===== config.mk =====
export PLATFORM = sky130hd
export DESIGN_NAME = router_node
export DESIGN_NICKNAME = d
export VERILOG_FILES = /design/src/source/noc_pkg.sv /design/src/source/router_node.sv /design/src/source/crossbar.sv /design/src/source/switch_alloc.sv /design/src/source/xy_route.sv /design/src/source/flit_fifo.sv
export SDC_FILE = /design/constraint.sdc
export NUM_CORES = 1
export LEC_CHECK = 0
export ABC_AREA = 1
export BUFFER_PORTS_ARGS = -buffer_cell sky130_fd_sc_hd__buf_2
export CELL_PAD_IN_SITES_DETAIL_PLACEMENT = 0
export CELL_PAD_IN_SITES_GLOBAL_PLACEMENT = 1
export CORE_AREA = 2 2 174 261
export CTS_CLUSTER_DIAMETER = 100
export CTS_CLUSTER_SIZE = 40
export DETAILED_ROUTE_END_ITERATION = 6
export DIE_AREA = 0 0 176 263
export PLACE_DENSITY = 0.78
export SYNTH_ARGS = -nofsm -noshare
export SYNTH_HDL_FRONTEND = slang
export SYNTH_SLANG_ARGS = --single-unit

===== constraint.sdc =====
create_clock -name clk -period 14.28 [get_ports clk]
set_clock_uncertainty 0.05 [all_clocks]
set_input_delay 0 -clock clk [delete_from_list [all_inputs] [get_ports clk]]
set_output_delay 0 -clock clk [all_outputs]
set_load 0.005 [all_outputs]

===== src/source/noc_pkg.sv =====
package noc_pkg;

   //////////////////////////////////////////////////////////////////////
   // mesh geometry
   //////////////////////////////////////////////////////////////////////

   // 4 by 4 mesh
   localparam int x_node_num = 4;
   localparam int y_node_num = 4;

   // coordinate field widths
   localparam int x_width = 2;
   localparam int y_width = 2;

   // local plus four neighbours
   localparam int num_ports = 5;

   // port order, same as the e1 to e5 enables of the route block
   localparam int port_local = 0;
   localparam int port_east  = 1;
   localparam int port_west  = 2;
   localparam int port_south = 3;
   localparam int port_north = 4;

   //////////////////////////////////////////////////////////////////////
   // flit and link types
   //////////////////////////////////////////////////////////////////////

   // one bit per port, zero means no request
   typedef logic [num_ports-1:0] port_mask_t;

   // single flit packet, destination in the low nibble
   typedef struct packed {
      logic [3:0]         payload;
      logic [y_width-1:0] dest_y;
      logic [x_width-1:0] dest_x;
   } flit_t;

   // one router port, valid strobe plus flit
   typedef struct packed {
      logic  valid;
      flit_t flit;
   } link_t;

endpackage

===== src/source/router_node.sv =====
`timescale 1ns/1ps

module router_node #(
   parameter logic [noc_pkg::x_width-1:0] node_x     = '0,
   parameter logic [noc_pkg::y_width-1:0] node_y     = '0,
   parameter int                          fifo_depth = 4
) (
   input  logic                clk,
   input  logic                rst_n,
   input  noc_pkg::link_t      in_link  [noc_pkg::num_ports],
   output noc_pkg::port_mask_t in_full,
   output noc_pkg::link_t      out_link [noc_pkg::num_ports]
);

   // head of each input buffer
   logic                head_valid [noc_pkg::num_ports];
   noc_pkg::flit_t      head_flit  [noc_pkg::num_ports];

   // route requests by input, grants by output
   noc_pkg::port_mask_t request [noc_pkg::num_ports];
   noc_pkg::port_mask_t grant   [noc_pkg::num_ports];
   noc_pkg::port_mask_t pop;

   //////////////////////////////////////////////////////////////////////
   // input ports
   //////////////////////////////////////////////////////////////////////

   for (genvar p = 0; p < noc_pkg::num_ports; p++) begin : g_port
      // buffer, full level goes back to the sender
      flit_fifo #(
         .depth (fifo_depth)
      ) u_fifo (
         .clk        (clk),
         .rst_n      (rst_n),
         .push       (in_link[p].valid),
         .push_flit  (in_link[p].flit),
         .pop        (pop[p]),
         .head_valid (head_valid[p]),
         .head_flit  (head_flit[p]),
         .full       (in_full[p])
      );

      // xy decision on the head flit
      xy_route #(
         .node_x (node_x),
         .node_y (node_y)
      ) u_route (
         .head_valid (head_valid[p]),
         .head_flit  (head_flit[p]),
         .request    (request[p])
      );
   end

   //////////////////////////////////////////////////////////////////////
   // allocation and switch
   //////////////////////////////////////////////////////////////////////

   switch_alloc u_alloc (
      .clk     (clk),
      .rst_n   (rst_n),
      .request (request),
      .grant   (grant),
      .pop     (pop)
   );

   // one register stage to the outputs
   crossbar u_xbar (
      .clk       (clk),
      .rst_n     (rst_n),
      .grant     (grant),
      .head_flit (head_flit),
      .out_link  (out_link)
   );

endmodule


===== src/source/crossbar.sv =====
`timescale 1ns/1ps

module crossbar (
   input  logic                clk,
   input  logic                rst_n,
   input  noc_pkg::port_mask_t grant     [noc_pkg::num_ports],
   input  noc_pkg::flit_t      head_flit [noc_pkg::num_ports],
   output noc_pkg::link_t      out_link  [noc_pkg::num_ports]
);

   localparam int flit_w = $bits(noc_pkg::flit_t);

   // selected head flit per output
   noc_pkg::flit_t sel_flit [noc_pkg::num_ports];

   // output stage
   logic           valid_q [noc_pkg::num_ports];
   noc_pkg::flit_t flit_q  [noc_pkg::num_ports];

   // and-or mux, grant is one-hot or zero
   always_comb begin
      for (int o = 0; o < noc_pkg::num_ports; o++) begin
         sel_flit[o] = '0;
         for (int i = 0; i < noc_pkg::num_ports; i++) begin
            sel_flit[o] = sel_flit[o] | ({flit_w{grant[o][i]}} & head_flit[i]);
         end
      end
   end

   ////////////////////////////////////////////////////////////////////
   // register stage
   ////////////////////////////////////////////////////////////////////

   // valid is a single cycle strobe
   always_ff @(posedge clk or negedge rst_n) begin
      if (!rst_n) begin
         for (int o = 0; o < noc_pkg::num_ports; o++) begin
            valid_q[o] <= 1'b0;
         end
      end else begin
         for (int o = 0; o < noc_pkg::num_ports; o++) begin
            valid_q[o] <= |grant[o];
         end
      end
   end

   // flit only loads on a grant
   always_ff @(posedge clk) begin
      for (int o = 0; o < noc_pkg::num_ports; o++) begin
         if (|grant[o]) begin
            flit_q[o] <= sel_flit[o];
         end
      end
   end

   always_comb begin
      for (int o = 0; o < noc_pkg::num_ports; o++) begin
         out_link[o].valid = valid_q[o];
         out_link[o].flit  = flit_q[o];
      end
   end

endmodule


===== src/source/switch_alloc.sv =====
`timescale 1ns/1ps

module switch_alloc (
   input  logic                clk,
   input  logic                rst_n,
   input  noc_pkg::port_mask_t request [noc_pkg::num_ports],
   output noc_pkg::port_mask_t grant   [noc_pkg::num_ports],
   output noc_pkg::port_mask_t pop
);

   localparam int ptr_w = $clog2(noc_pkg::num_ports);

   // requests seen per output, indexed by input
   noc_pkg::port_mask_t req_by_out [noc_pkg::num_ports];

   // round robin start point per output
   logic [ptr_w-1:0] rr_ptr [noc_pkg::num_ports];

   // winning input per output this cycle
   logic [ptr_w-1:0] winner [noc_pkg::num_ports];
   logic             won    [noc_pkg::num_ports];

   ////////////////////////////////////////////////////////////////////
   // request transpose
   ////////////////////////////////////////////////////////////////////

   // each input raises at most one output bit
   always_comb begin
      for (int o = 0; o < noc_pkg::num_ports; o++) begin
         for (int i = 0; i < noc_pkg::num_ports; i++) begin
            req_by_out[o][i] = request[i][o];
         end
      end
   end

   ////////////////////////////////////////////////////////////////////
   // per output arbitration
   ////////////////////////////////////////////////////////////////////

   always_comb begin
      int idx;
      for (int o = 0; o < noc_pkg::num_ports; o++) begin
         grant[o]  = '0;
         winner[o] = '0;
         won[o]    = 1'b0;
         // scan upward from the pointer, wrap at num_ports
         for (int k = 0; k < noc_pkg::num_ports; k++) begin
            idx = (int'(rr_ptr[o]) + k) % noc_pkg::num_ports;
            if (!won[o] && req_by_out[o][idx]) begin
               won[o]         = 1'b1;
               winner[o]      = ptr_w'(idx);
               grant[o][idx]  = 1'b1;
            end
         end
      end
   end

   // pointer moves just past the winner
   always_ff @(posedge clk or negedge rst_n) begin
      if (!rst_n) begin
         for (int o = 0; o < noc_pkg::num_ports; o++) begin
            rr_ptr[o] <= ptr_w'(noc_pkg::port_local);
         end
      end else begin
         for (int o = 0; o < noc_pkg::num_ports; o++) begin
            if (won[o]) begin
               if (winner[o] == ptr_w'(noc_pkg::num_ports - 1)) begin
                  rr_ptr[o] <= '0;
               end else begin
                  rr_ptr[o] <= winner[o] + 1'b1;
               end
            end
         end
      end
   end

   ////////////////////////////////////////////////////////////////////
   // fifo pops
   ////////////////////////////////////////////////////////////////////

   // one output per input, so the union of grants names every popped input
   always_comb begin
      pop = '0;
      for (int o = 0; o < noc_pkg::num_ports; o++) begin
         pop = pop | grant[o];
      end
   end

endmodule


===== src/source/xy_route.sv =====
`timescale 1ns/1ps

module xy_route #(
   parameter logic [noc_pkg::x_width-1:0] node_x = '0,
   parameter logic [noc_pkg::y_width-1:0] node_y = '0
) (
   input  logic                head_valid,
   input  noc_pkg::flit_t      head_flit,
   output noc_pkg::port_mask_t request
);

   // one extra bit so the difference keeps its sign
   logic signed [noc_pkg::x_width:0] x_cur;
   logic signed [noc_pkg::x_width:0] x_dst;
   logic signed [noc_pkg::y_width:0] y_cur;
   logic signed [noc_pkg::y_width:0] y_dst;
   logic signed [noc_pkg::x_width:0] x_diff;
   logic signed [noc_pkg::y_width:0] y_diff;

   // coordinates are unsigned, zero extend before the subtraction
   assign x_cur  = $signed({1'b0, node_x});
   assign y_cur  = $signed({1'b0, node_y});
   assign x_dst  = $signed({1'b0, head_flit.dest_x});
   assign y_dst  = $signed({1'b0, head_flit.dest_y});
   assign x_diff = x_dst - x_cur;
   assign y_diff = y_dst - y_cur;

   ////////////////////////////////////////////////////////////////////
   // dimension ordered decision
   ////////////////////////////////////////////////////////////////////

   always_comb begin
      request = '0;
      if (head_valid) begin
         // x first
         if (x_diff > 0) begin
            request[noc_pkg::port_east] = 1'b1;
         end else if (x_diff < 0) begin
            request[noc_pkg::port_west] = 1'b1;
         // then y, south grows the row index
         end else if (y_diff > 0) begin
            request[noc_pkg::port_south] = 1'b1;
         end else if (y_diff < 0) begin
            request[noc_pkg::port_north] = 1'b1;
         end else begin
            // arrived at this node
            request[noc_pkg::port_local] = 1'b1;
         end
      end
   end

endmodule


===== src/source/flit_fifo.sv =====
`timescale 1ns/1ps

module flit_fifo #(
   parameter int depth = 4
) (
   input  logic           clk,
   input  logic           rst_n,
   input  logic           push,
   input  noc_pkg::flit_t push_flit,
   input  logic           pop,
   output logic           head_valid,
   output noc_pkg::flit_t head_flit,
   output logic           full
);

   // pointer and count widths, guarded for depth 1
   localparam int ptr_w = (depth > 1) ? $clog2(depth) : 1;
   localparam int cnt_w = $clog2(depth + 1);

   // flit storage
   noc_pkg::flit_t mem [depth];

   logic [ptr_w-1:0] wr_ptr;
   logic [ptr_w-1:0] rd_ptr;
   logic [cnt_w-1:0] count;
   logic [cnt_w-1:0] count_next;

   logic do_push;
   logic do_pop;

   // a write into a full buffer is dropped
   assign do_push = push && !full;
   // pop only with something at the head
   assign do_pop  = pop && head_valid;

   always_comb begin
      count_next = count;
      if (do_push && !do_pop) begin
         count_next = count + 1'b1;
      end else if (do_pop && !do_push) begin
         count_next = count - 1'b1;
      end
   end

   ////////////////////////////////////////////////////////////////////
   // pointers, count and full level
   ////////////////////////////////////////////////////////////////////

   always_ff @(posedge clk or negedge rst_n) begin
      if (!rst_n) begin
         wr_ptr <= '0;
         rd_ptr <= '0;
         count  <= '0;
         full   <= 1'b0;
      end else begin
         // wrap by compare, depth need not be a power of two
         if (do_push) begin
            wr_ptr <= (wr_ptr == ptr_w'(depth - 1)) ? '0 : wr_ptr + 1'b1;
         end
         if (do_pop) begin
            rd_ptr <= (rd_ptr == ptr_w'(depth - 1)) ? '0 : rd_ptr + 1'b1;
         end
         count <= count_next;
         // registered level, high once every slot is taken
         full  <= (count_next == cnt_w'(depth));
      end
   end

   // payload array
   always_ff @(posedge clk) begin
      if (do_push) begin
         mem[wr_ptr] <= push_flit;
      end
   end

   // head visible right after the write edge
   assign head_valid = (count != '0);
   assign head_flit  = mem[rd_ptr];

endmodule


==> results of run 1 <==
final timing paths:
kind                                                      from                                endpoint  depth (start not counted)
setup / recovery                 u_alloc.rr_ptr[3]$_DFFE_PN0P_          u_xbar.flit_q[0][26]$_DFFE_PP_                         25
hold / removal                                           rst_n           u_xbar.out_link[44]$_DFF_PN0_                          3
setup reg to reg                 u_alloc.rr_ptr[3]$_DFFE_PN0P_          u_xbar.flit_q[0][26]$_DFFE_PP_                         25
hold reg to reg            g_port[1].u_fifo.count[0]$_DFF_PN0_     g_port[1].u_fifo.count[0]$_DFF_PN0_                          3
max in group asynchronous                                rst_n  g_port[4].u_fifo.wr_ptr[0]$_DFFE_PN0P_                          3
min in group clk                                   in_link[39]    g_port[0].u_fifo.mem[3][3]$_DFFE_PP_                          2
cell usage in the layout, fill, tap and decap left out, drive strengths merged, types with 8 or more instances in the layout:
| master | count |
|---|---|
| edfxtp | 184 |
| nand3 | 181 |
| a221oi | 12 |
| xor2 | 23 |
| dfrtp | 52 |
| nand2 | 510 |
| o21ai | 158 |
| nor3 | 15 |
| conb | 24 |
| nor2 | 280 |
| inv | 301 |
| clkbuf | 13 |
| o22ai | 33 |
| buf | 81 |
| nand4 | 47 |
| o211ai | 16 |
| dlygate4sd3 | 46 |
| a21oi | 42 |
| ha | 132 |
| o31ai | 8 |
| clkinv | 10 |
cell type report:
class	count	area share
Clock buffer	13	0.0148
Timing Repair Buffer	127	0.0458
Inverter	308	0.0610
Sequential cell	236	0.358
Clock inverter	3	0.00262
Tap cell	576	0.0378
Multi-Input combinational cell	1548	0.480
tightest hold or removal path, delay by kind of cell:
kind     cells  cell delay, ns
buf+inv      3            1.22
sequential cells by signal (all words and copies together) (netlist names):
register / count
g_port.u_fifo.count: 15
g_port.u_fifo.full: 5
g_port.u_fifo.mem: 160
g_port.u_fifo.rd_ptr: 10
g_port.u_fifo.wr_ptr: 10
u_alloc.rr_ptr: 9
u_xbar.flit_q: 24
u_xbar.out_link: 3
cells in the mapped netlist, drive strengths merged (2+ instances only):
library cell,number
buf,48
o211ai,16
o22a,4
nand2,510
nor3,15
nand3,181
o21ai,158
a21oi,42
a31oi,6
xor2,23
a22oi,2
nor2,280
nand4,47
clkbuf,4
clkinv,7
and2,2
o31ai,8
a32oi,3
o22ai,33
nor4,4
dfrtp,52
nand3b,4
o21a,5
a21boi,3
xnor2,5
or2,5
ha,132
o221ai,7
o21bai,3
inv,301
a221oi,12
or3,2
edfxtp,184
per-stage QoR:
| stage | cells | setup slack [ns] | cell area (um^2) | hold slack (ns) |
|---|---|---|---|---|
| 6_report | 2811 | 8.61 | 19100 | 0.131 |
| 3_3_place_gp | 2749 | 8.79 | 18300 | 0.159 |
| 2_1_floorplan | 2144 | 9.76 | 17500 | -0.346 |
| 5_1_grt | 2811 | 8.00 | 19100 | 0.190 |
| 4_1_cts | 2811 | 8.60 | 19100 | 0.162 |
| 3_5_place_dp | 2749 | 8.58 | 18300 | 0.163 |
cells by family (layout without fill, tap and decap cells):
logic type               after synthesis  count (layout)  share of synthesized area
multiplexers                           1               1                   0.000575
other                                  1              24                   0.000215
flip-flops                           236             236                      0.392
XOR/XNOR                              28              28                     0.0173
AO/OA/AOI/OAI                        309             309                      0.113
adder cells (fa/ha/maj)              133             133                     0.0959
buffers and inverters                360             451                     0.0869
AND/OR/NAND/NOR                     1053            1053                      0.294
layer usage:
layer | vias to the layer above | share of wire | global-route usage
li1 | 7223 | - | -
met1 | 6834 | 0.40 | 0.232
met2 | 341 | 0.52 | 0.375
met3 | 100 | 0.034 | 0.0168
met4 | 0 | 0.045 | 0.0880
met5 | - | 0 | 0
==> out/summary.txt, run 1 <==
========================================================================================
Post CTS Setup Buffer Count                                                            0
Number of global-route vias before repair                                          14300
Total Nets Final                                                                    2411
Antenna violations before repair                                                       0
Slew of the pin with the lowest slew margin                                     0.923 ns
Tightest Hold Check Type                                                    primary input to async pin
Number of standard cells after synthesis                                            2121
Peak fanout along the critical path                                                   20
Relative slew slack                                                                0.385
Register area share after synthesis                                                0.392
DIE HEIGHT                                                                        263 um
Ys async rst share                                                                 0.220
Cell type with the highest aggregate area in the netlist                        edfxtp_1
FILL cells                                                                          4338
Number of failing setup endpoints in the final timing report                           0
Mean number of vias per cell                                                        5.16
Chip width                                                                        176 um
Number of sinks driven by the clock tree                                             236
Count of inserted antenna diode cells                                                  0
Core area                                                                    0.0439 mm^2
Area enclosed by the die boundary                                            0.0463 mm^2
Critical path launch point type                                                 register
Minimum clock period after layout                                                5.67 ns
Multi-input logic area                                                      0.00917 mm^2
Primary flip-flop cell chosen by synthesis mapping                              edfxtp_1
CTS tree                                                                            done
Number of H-tree levels                                                                1
Share of final-layout standard cells stronger than drive strength 1                0.145
Endpoints failing hold                                                                 0
Final sum of negative setup slack                                                   0 ns
Status                                                                      finished clean
Maximum clock insertion buffer count                                                   3
DRT Pass-1 Iters                                                                       5
MaxCap Viol Count                                                                      0
Unrepaired setup endpoints after global routing                                    false
Count of boundary I/O pins                                                            97
Starting DRC count in detailed routing                                               985
Capturing element type of the critical path                                     register
Portion of the clock cycle consumed by the worst path in the final layout          0.397
Dominant delay contributor by cell family on the critical path              simple AND/OR/NAND/NOR gates
Register-to-register setup slack                                                 8.61 ns
Total Routing Usage GR                                                             0.201
Count of buffers inserted at the top-level ports                                      78
Largest stage delay on the critical path                                         0.97 ns
Gr ovfl total                                                                          0
Count of buffer and inverter cells on the critical path                                5
Cts repair resizes                                                                     0
Fin util                                                                           0.435
Yosys top cell area share                                                          0.317
Register clock-pin slew on the reported worst setup and hold paths               0.14 ns
Mean instance size in the synthesized netlist                                  8.21 um^2
Last weighted congestion value of the routability-driven placer                    0.887
Post-synth EDFFs                                                                     184
Maximum number of pins on one net before global-route repair                          53
Insertion delay of the later-clocked pin in the worst-skew pair                  0.51 ns
Most area-consuming cells after synthesis                                   edfxtp_1, nand2_1, ha_1, dfrtp_1, inv_1
Hold-fix buffers, CTS                                                                 46
Sum of routed wire length over all layers                                       46600 um
Routed wirelength normalized by instance count                                   16.6 um
Library cell contributing the largest single delay on the critical path          dfrtp_1
Critical Path RT                                                                14.35 ns
CP arrival                                                                       5.74 ns
Category of the most critical setup path                                    register to register
FMAX                                                                             176 MHz
Starting Density                                                                   0.397
Via total after detailed routing                                                   14500
DPL Wire Length                                                                 36400 um
Layout area overhead                                                               9.55%
Number of synthesized register bits                                                  236
Final Max Tran Viols                                                                   0
Rows                                                                                  94
Remaining DRCs                                                                         0
Unique masters post-synth                                                             76
Antenna-violating nets left                                                            0
Post-synthesis instance area                                                 0.0174 mm^2
Total clock buffers created by CTS                                                    10
Register area                                                               0.00683 mm^2
Buffer type at the clock tree root                                             clkbuf_16
First-pass GRT wire length                                                      74500 um
Number of warnings reported in the yosys synthesis log                                 0
========================================================================================
Power of run 1 is left out: the tool's default activity adds up to more than one toggle a clock period on the data nets, which glitch-free logic cannot reach.
==> run 2: changes to the inputs <==
Settings changed: PLACE_DENSITY 0.78 to 0.81.
Clock period 14.28 ns to 5.15 ns, I/O delays scaled along.
==> out/summary.txt, run 2 (same netlist as run 1, synthesis figures left out) <==
========================================================================================
Status                                                                      finished clean
Peak fanout along the critical path                                                    8   -60%
Starting DRC count in detailed routing                                               873   -11%
First-pass GRT wire length                                                      72700 um   -2.4%
Total instance count after detailed placement                                       2771   +0.80%
Critical Path RT                                                                 5.38 ns   -8.97 ns
Critical register-to-register path startpoint                               u_alloc.rr_ptr[10]$_DFFE_PN0P_
Number of H-tree levels                                                                1   unchanged
Number of failing setup endpoints in the final timing report                           0   unchanged
Count of boundary I/O pins                                                            97   unchanged
Number of sinks driven by the clock tree                                             236   unchanged
Capturing element type of the critical path                                     register
Insertion delay of the later-clocked pin in the worst-skew pair                  0.53 ns   +0.02 ns
DRT Pass-1 Iters                                                                       7   +2
Core area                                                                    0.0439 mm^2   unchanged
Count of inserted antenna diode cells                                                  0   unchanged
Area enclosed by the die boundary                                            0.0463 mm^2   unchanged
DIE HEIGHT                                                                        263 um   unchanged
Gr ovfl total                                                                          0   unchanged
Chip width                                                                        176 um   unchanged
Antenna-violating nets left                                                            0   unchanged
Tightest Hold Check Type                                                    primary input to async pin
Rows                                                                                  94   unchanged
Starting Density                                                                   0.397   unchanged
Flip-flop count of the largest register, all copies and words added                  160   unchanged
Final instance count without filler cells                                           2834   +0.82%
Routed wirelength normalized by instance count                                   16.3 um   -1.7%
DPL Wire Length                                                                 36900 um   +1.2%
R2r endpoint                                                                u_xbar.flit_q[0][12]$_DFFE_PP_
CP arrival                                                                       5.02 ns   -0.72 ns
Share of final-layout standard cells stronger than drive strength 1                0.156   +0.0109
FMAX                                                                             209 MHz   +18%
Dominant delay contributor by cell family on the critical path              simple AND/OR/NAND/NOR gates
Total Routing Usage GR                                                             0.197   -0.00372
FILL cells                                                                          4355   +0.39%
Count of buffers inserted at the top-level ports                                      78   unchanged
Register clock-pin slew on the reported worst setup and hold paths               0.14 ns   about the same
Total clock buffers created by CTS                                                    10   unchanged
Total Nets Final                                                                    2434   +0.95%
CTS tree                                                                            done
Final sum of negative setup slack                                                   0 ns   unchanged
Endpoints failing hold                                                                 0   unchanged
Buffer type at the clock tree root                                             clkbuf_16
Layout area overhead                                                               10.7%
Via total after detailed routing                                                   14500   -0.30%
Most frequent cells in the layout                                           nand2_1, inv_1, nor2_1
Library cell contributing the largest single delay on the critical path          dfrtp_2
Final Max Tran Viols                                                                   0   unchanged
Depth of the worst register-to-register path                                          22   -12%
Largest stage delay on the critical path                                         0.47 ns   -0.50 ns
Most numerous cell on the critical path                                           nor2_2
Critical path launch point type                                                 register
Sum of routed wire length over all layers                                       46200 um   -0.86%
Register-to-register setup slack                                                 0.36 ns   -8.25 ns
Category of the most critical setup path                                    register to register
Antenna violations before repair                                                       0   unchanged
Leading registers by flop count                                             g_port.u_fifo.mem: 160 flops, u_xbar.flit_q: 24 flops, g_port.u_fifo.count: 15 flops
Portion of the clock cycle consumed by the worst path in the final layout          0.930   +0.533
Number of global-route vias before repair                                          14100   -1.5%
Unrepaired setup endpoints after global routing                                    false
Maximum number of pins on one net before global-route repair                          53   unchanged
Last weighted congestion value of the routability-driven placer                    0.921   +3.9%
Mean number of vias per cell                                                        5.10   -1.1%
Critical path cell sequence                                                 inv_2, buf_4, ha_1, o31ai_2, xor2_1, ha_1, fa_1, nand2_1, nor2_2, nor2_2, xor2_1, nand2_1, o21ai_2, nand2_1, nor2_2, nor2_2, nand4_1, nor2_1, nor2_4, inv_1, a221oi_1, nand3_1
Count of buffer and inverter cells on the critical path                                3   -2
Minimum clock period after layout                                                4.79 ns   -0.879 ns
Maximum clock insertion buffer count                                                   3   unchanged
Remaining DRCs                                                                         0   unchanged
Slew of the pin with the lowest slew margin                                     0.839 ns   -0.0839 ns
Most common cell after layout, fill and taps aside                               nand2_1
MaxCap Viol Count                                                                      0   unchanged
Register with the highest flop count                                        g_port.u_fifo.mem
Relative slew slack                                                                0.439   +0.0539
Critical Path Stages                                                                  22   -12%
========================================================================================
-- run 2: layout make-up --
type | count | area, um^2 | area share
multi-input cells | 1548 | 9180 | 0.476
flip-flops and latches | 236 | 6830 | 0.354
inverters | 308 | 1160 | 0.0604
repair buffers | 150 | 1050 | 0.0542
well taps | 576 | 721 | 0.0374
clock buffers | 14 | 308 | 0.0160
clock inverters | 2 | 38.8 | 0.00201
-- run 2: timing repair --
action / in CTS / in global routing
hold buffers: 46 / 0
gates resized for setup: 0 / 4
setup endpoints to repair: 0 / 29
hold endpoints to repair: 222 / 0
buffers inserted: 0 / 1
-- run 2: metal layers --
layer | vias to the layer above | GRT usage | wire length [um]
met5 | - | 0 | 0
li1 | 7282 | - | -
met2 | 325 | 0.385 | 25300
met3 | 92 | 0.0159 | 1580
met4 | 0 | 0.0855 | 2080
met1 | 6756 | 0.214 | 17300
-- run 2: through the flow --
stage          cell area, um^2  hold slack [ns]   util  worst slack (ns)
2_1_floorplan            17500           -0.346      -             0.629
3_3_place_gp             18500            0.158  0.421             0.420
3_5_place_dp             18500            0.163  0.421             0.244
4_1_cts                  19300            0.151  0.439             0.196
5_1_grt                  19300            0.154  0.440           0.00940
6_report                 19300            0.130  0.440             0.360
-- run 2: worst register-to-register path: cells and delay by family (launching register included) --
kind,cells,cell delay [ns]
XOR/XNOR,2,0.43
AO/OA/AOI/OAI,3,0.91
flip-flops,1,0.47
AND/OR/NAND/NOR,11,1.45
buffers and inverters,3,0.41
adder cells (fa/ha/maj),3,0.85
-- run 2: worst max-delay path by stage --
stage	to	slack [ns]	startpoint
after CTS	u_xbar.flit_q[0][14]$_DFFE_PP_	0.20	u_alloc.rr_ptr[10]$_DFFE_PN0P_
final	u_xbar.flit_q[0][12]$_DFFE_PP_	0.36	u_alloc.rr_ptr[10]$_DFFE_PN0P_
after floorplan	u_xbar.flit_q[0][10]$_DFFE_PP_	0.63	u_alloc.rr_ptr[10]$_DFFE_PN0P_
after global placement	u_xbar.flit_q[0][14]$_DFFE_PP_	0.42	u_alloc.rr_ptr[10]$_DFFE_PN0P_
after global routing	g_port[0].u_fifo.full$_DFF_PN0_	0.009	u_alloc.rr_ptr[4]$_DFFE_PN0P_
after detailed placement	u_xbar.flit_q[0][14]$_DFFE_PP_	0.24	u_alloc.rr_ptr[10]$_DFFE_PN0P_
Power of run 2 is left out for the same reason.
==> run 3: changes to the inputs <==
Settings changed: PLACE_DENSITY 0.81 to 0.78.
Clock period 5.15 ns to 5 ns, I/O delays scaled along.
==> out/summary.txt, run 3 (same netlist as run 1, synthesis figures left out) <==
========================================================================================
Status                                                                      finished clean
Number of failing setup endpoints in the final timing report                           0   unchanged
Category of the most critical setup path                                    register to register
Antenna-violating nets left                                                            0   unchanged
Critical Path RT                                                                 5.23 ns   -0.15 ns
Critical path launch point type                                                 register
CP arrival                                                                       4.94 ns   -0.08 ns
Buffer type at the clock tree root                                             clkbuf_16
Share of final-layout standard cells stronger than drive strength 1                0.164   +0.00851
DPL Wire Length                                                                 36900 um   about the same
Number of global-route vias before repair                                          14400   +2.3%
Starting DRC count in detailed routing                                               868   -0.57%
Total Nets Final                                                                    2451   +0.70%
Leading registers by flop count                                             g_port.u_fifo.mem: 160 flops, u_xbar.flit_q: 24 flops, g_port.u_fifo.count: 15 flops
Critical path launch point                                                  u_alloc.rr_ptr[11]$_DFFE_PN0P_
Last weighted congestion value of the routability-driven placer                    0.917   -0.41%
Count of inserted antenna diode cells                                                  0   unchanged
Critical register-to-register path startpoint                               u_alloc.rr_ptr[11]$_DFFE_PN0P_
Total clock buffers created by CTS                                                    11   +1
Chip width                                                                        176 um   unchanged
DIE HEIGHT                                                                        263 um   unchanged
Via total after detailed routing                                                   14700   +1.6%
Insertion delay of the later-clocked pin in the worst-skew pair                  0.53 ns   about the same
Antenna violations before repair                                                       0   unchanged
Portion of the clock cycle consumed by the worst path in the final layout          0.941   +0.0108
Library cell contributing the largest single delay on the critical path          dfrtp_1
FILL cells                                                                          4286   -1.6%
Final instance count without filler cells                                           2851   +0.60%
Remaining DRCs                                                                         0   unchanged
Area enclosed by the die boundary                                            0.0463 mm^2   unchanged
FMAX                                                                             213 MHz   +1.8%
Total Routing Usage GR                                                             0.202   +0.00454
Total instance count after detailed placement                                       2777   +0.22%
Fin util                                                                           0.445   +0.00519
Maximum clock insertion buffer count                                                   3   unchanged
DRT Pass-1 Iters                                                                       5   -2
Count of buffers inserted at the top-level ports                                      78   unchanged
Core area                                                                    0.0439 mm^2   unchanged
Count of boundary I/O pins                                                            97   unchanged
Routed wirelength normalized by instance count                                   16.5 um   +1.0%
Rows                                                                                  94   unchanged
Mean number of vias per cell                                                        5.15   +1.0%
Relative slew slack                                                                0.422   -0.0165
Number of sinks driven by the clock tree                                             236   unchanged
First-pass GRT wire length                                                      74900 um   +3.0%
Endpoints failing hold                                                                 0   unchanged
Gr ovfl total                                                                          0   unchanged
CTS tree                                                                            done
Register with the highest flop count                                        g_port.u_fifo.mem
Final Max Tran Viols                                                                   0   unchanged
Minimum clock period after layout                                                4.70 ns   -0.0854 ns
Flip-flop count of the largest register, all copies and words added                  160   unchanged
Final sum of negative setup slack                                                   0 ns   unchanged
Slew of the pin with the lowest slew margin                                     0.864 ns   +0.0246 ns
Layout area overhead                                                               12.0%
Peak fanout along the critical path                                                    9   +1
MaxCap Viol Count                                                                      0   unchanged
Register clock-pin slew on the reported worst setup and hold paths               0.15 ns   about the same
Number of H-tree levels                                                                1   unchanged
Sum of routed wire length over all layers                                       47000 um   +1.6%
Largest stage delay on the critical path                                         0.41 ns   -0.06 ns
Capturing element type of the critical path                                     register
Maximum number of pins on one net before global-route repair                          53   unchanged
Tightest Hold Check Type                                                    primary input to async pin
WHS                                                                             0.130 ns   -0.000194 ns
Starting Density                                                                   0.397   unchanged
Most frequent cells in the layout                                           nand2_1, inv_1, nor2_1
Most numerous cell on the critical path                                          nand2_1
Most common cell after layout, fill and taps aside                               nand2_1
========================================================================================
-- run 3: cell type report --
| cell class | instances | area [um^2] | share of cell area |
|---|---|---|---|
| clock buffers | 13 | 283 | 0.0145 |
| clock inverters | 4 | 110 | 0.00564 |
| inverters | 308 | 1170 | 0.0598 |
| multi-input cells | 1548 | 9240 | 0.473 |
| flip-flops and latches | 236 | 6830 | 0.350 |
| well taps | 576 | 721 | 0.0369 |
| repair buffers | 166 | 1170 | 0.0598 |
-- run 3: final timing paths --
path | to | slack, ns | depth (start not counted)
setup / recovery | u_xbar.flit_q[0][8]$_DFFE_PP_ | 0.30 | 25
hold / removal | g_port[0].u_fifo.count[0]$_DFF_PN0_ | 0.13 | 3
setup reg to reg | u_xbar.flit_q[0][8]$_DFFE_PP_ | 0.30 | 25
hold reg to reg | g_port[4].u_fifo.count[0]$_DFF_PN0_ | 0.54 | 3
max in group asynchronous | u_alloc.rr_ptr[13]$_DFFE_PN0P_ | 4.13 | 3
min in group clk | g_port[4].u_fifo.mem[0][2]$_DFFE_PP_ | 0.17 | 2
-- run 3: critical path, delay by kind of cell, from the launching register on --
family,cells,cell delay [ns]
flip-flops,1,0.41
XOR/XNOR,1,0.15
adder cells (fa/ha/maj),3,0.96
AND/OR/NAND/NOR,13,1.67
buffers and inverters,4,0.39
AO/OA/AOI/OAI,4,0.81
-- run 3: through the flow --
stage                     cell area (um^2)  worst slack, ns
final                                19500            0.296
after global routing                 19500         -0.00607
after CTS                            19400            0.253
after global placement               18500            0.296
after floorplan                      17500            0.479
after detailed placement             18500            0.254
-- run 3: routing by layer --
layer	vias to the layer above	share of wire	GRT usage
met5	-	0	0
met1	7001	0.40	0.227
met2	296	0.53	0.386
met3	85	0.032	0.0208
met4	0	0.039	0.0786
li1	7308	-	-
-- run 3: repair_timing --
| action | CTS | global route |
|---|---|---|
| resized for setup | 0 | 15 |
| hold buffers | 46 | 0 |
| setup endpoints to repair | 0 | 52 |
| hold endpoints to repair | 222 | 0 |
| buffers inserted | 0 | 11 |
Power of run 3 is left out for the same reason.
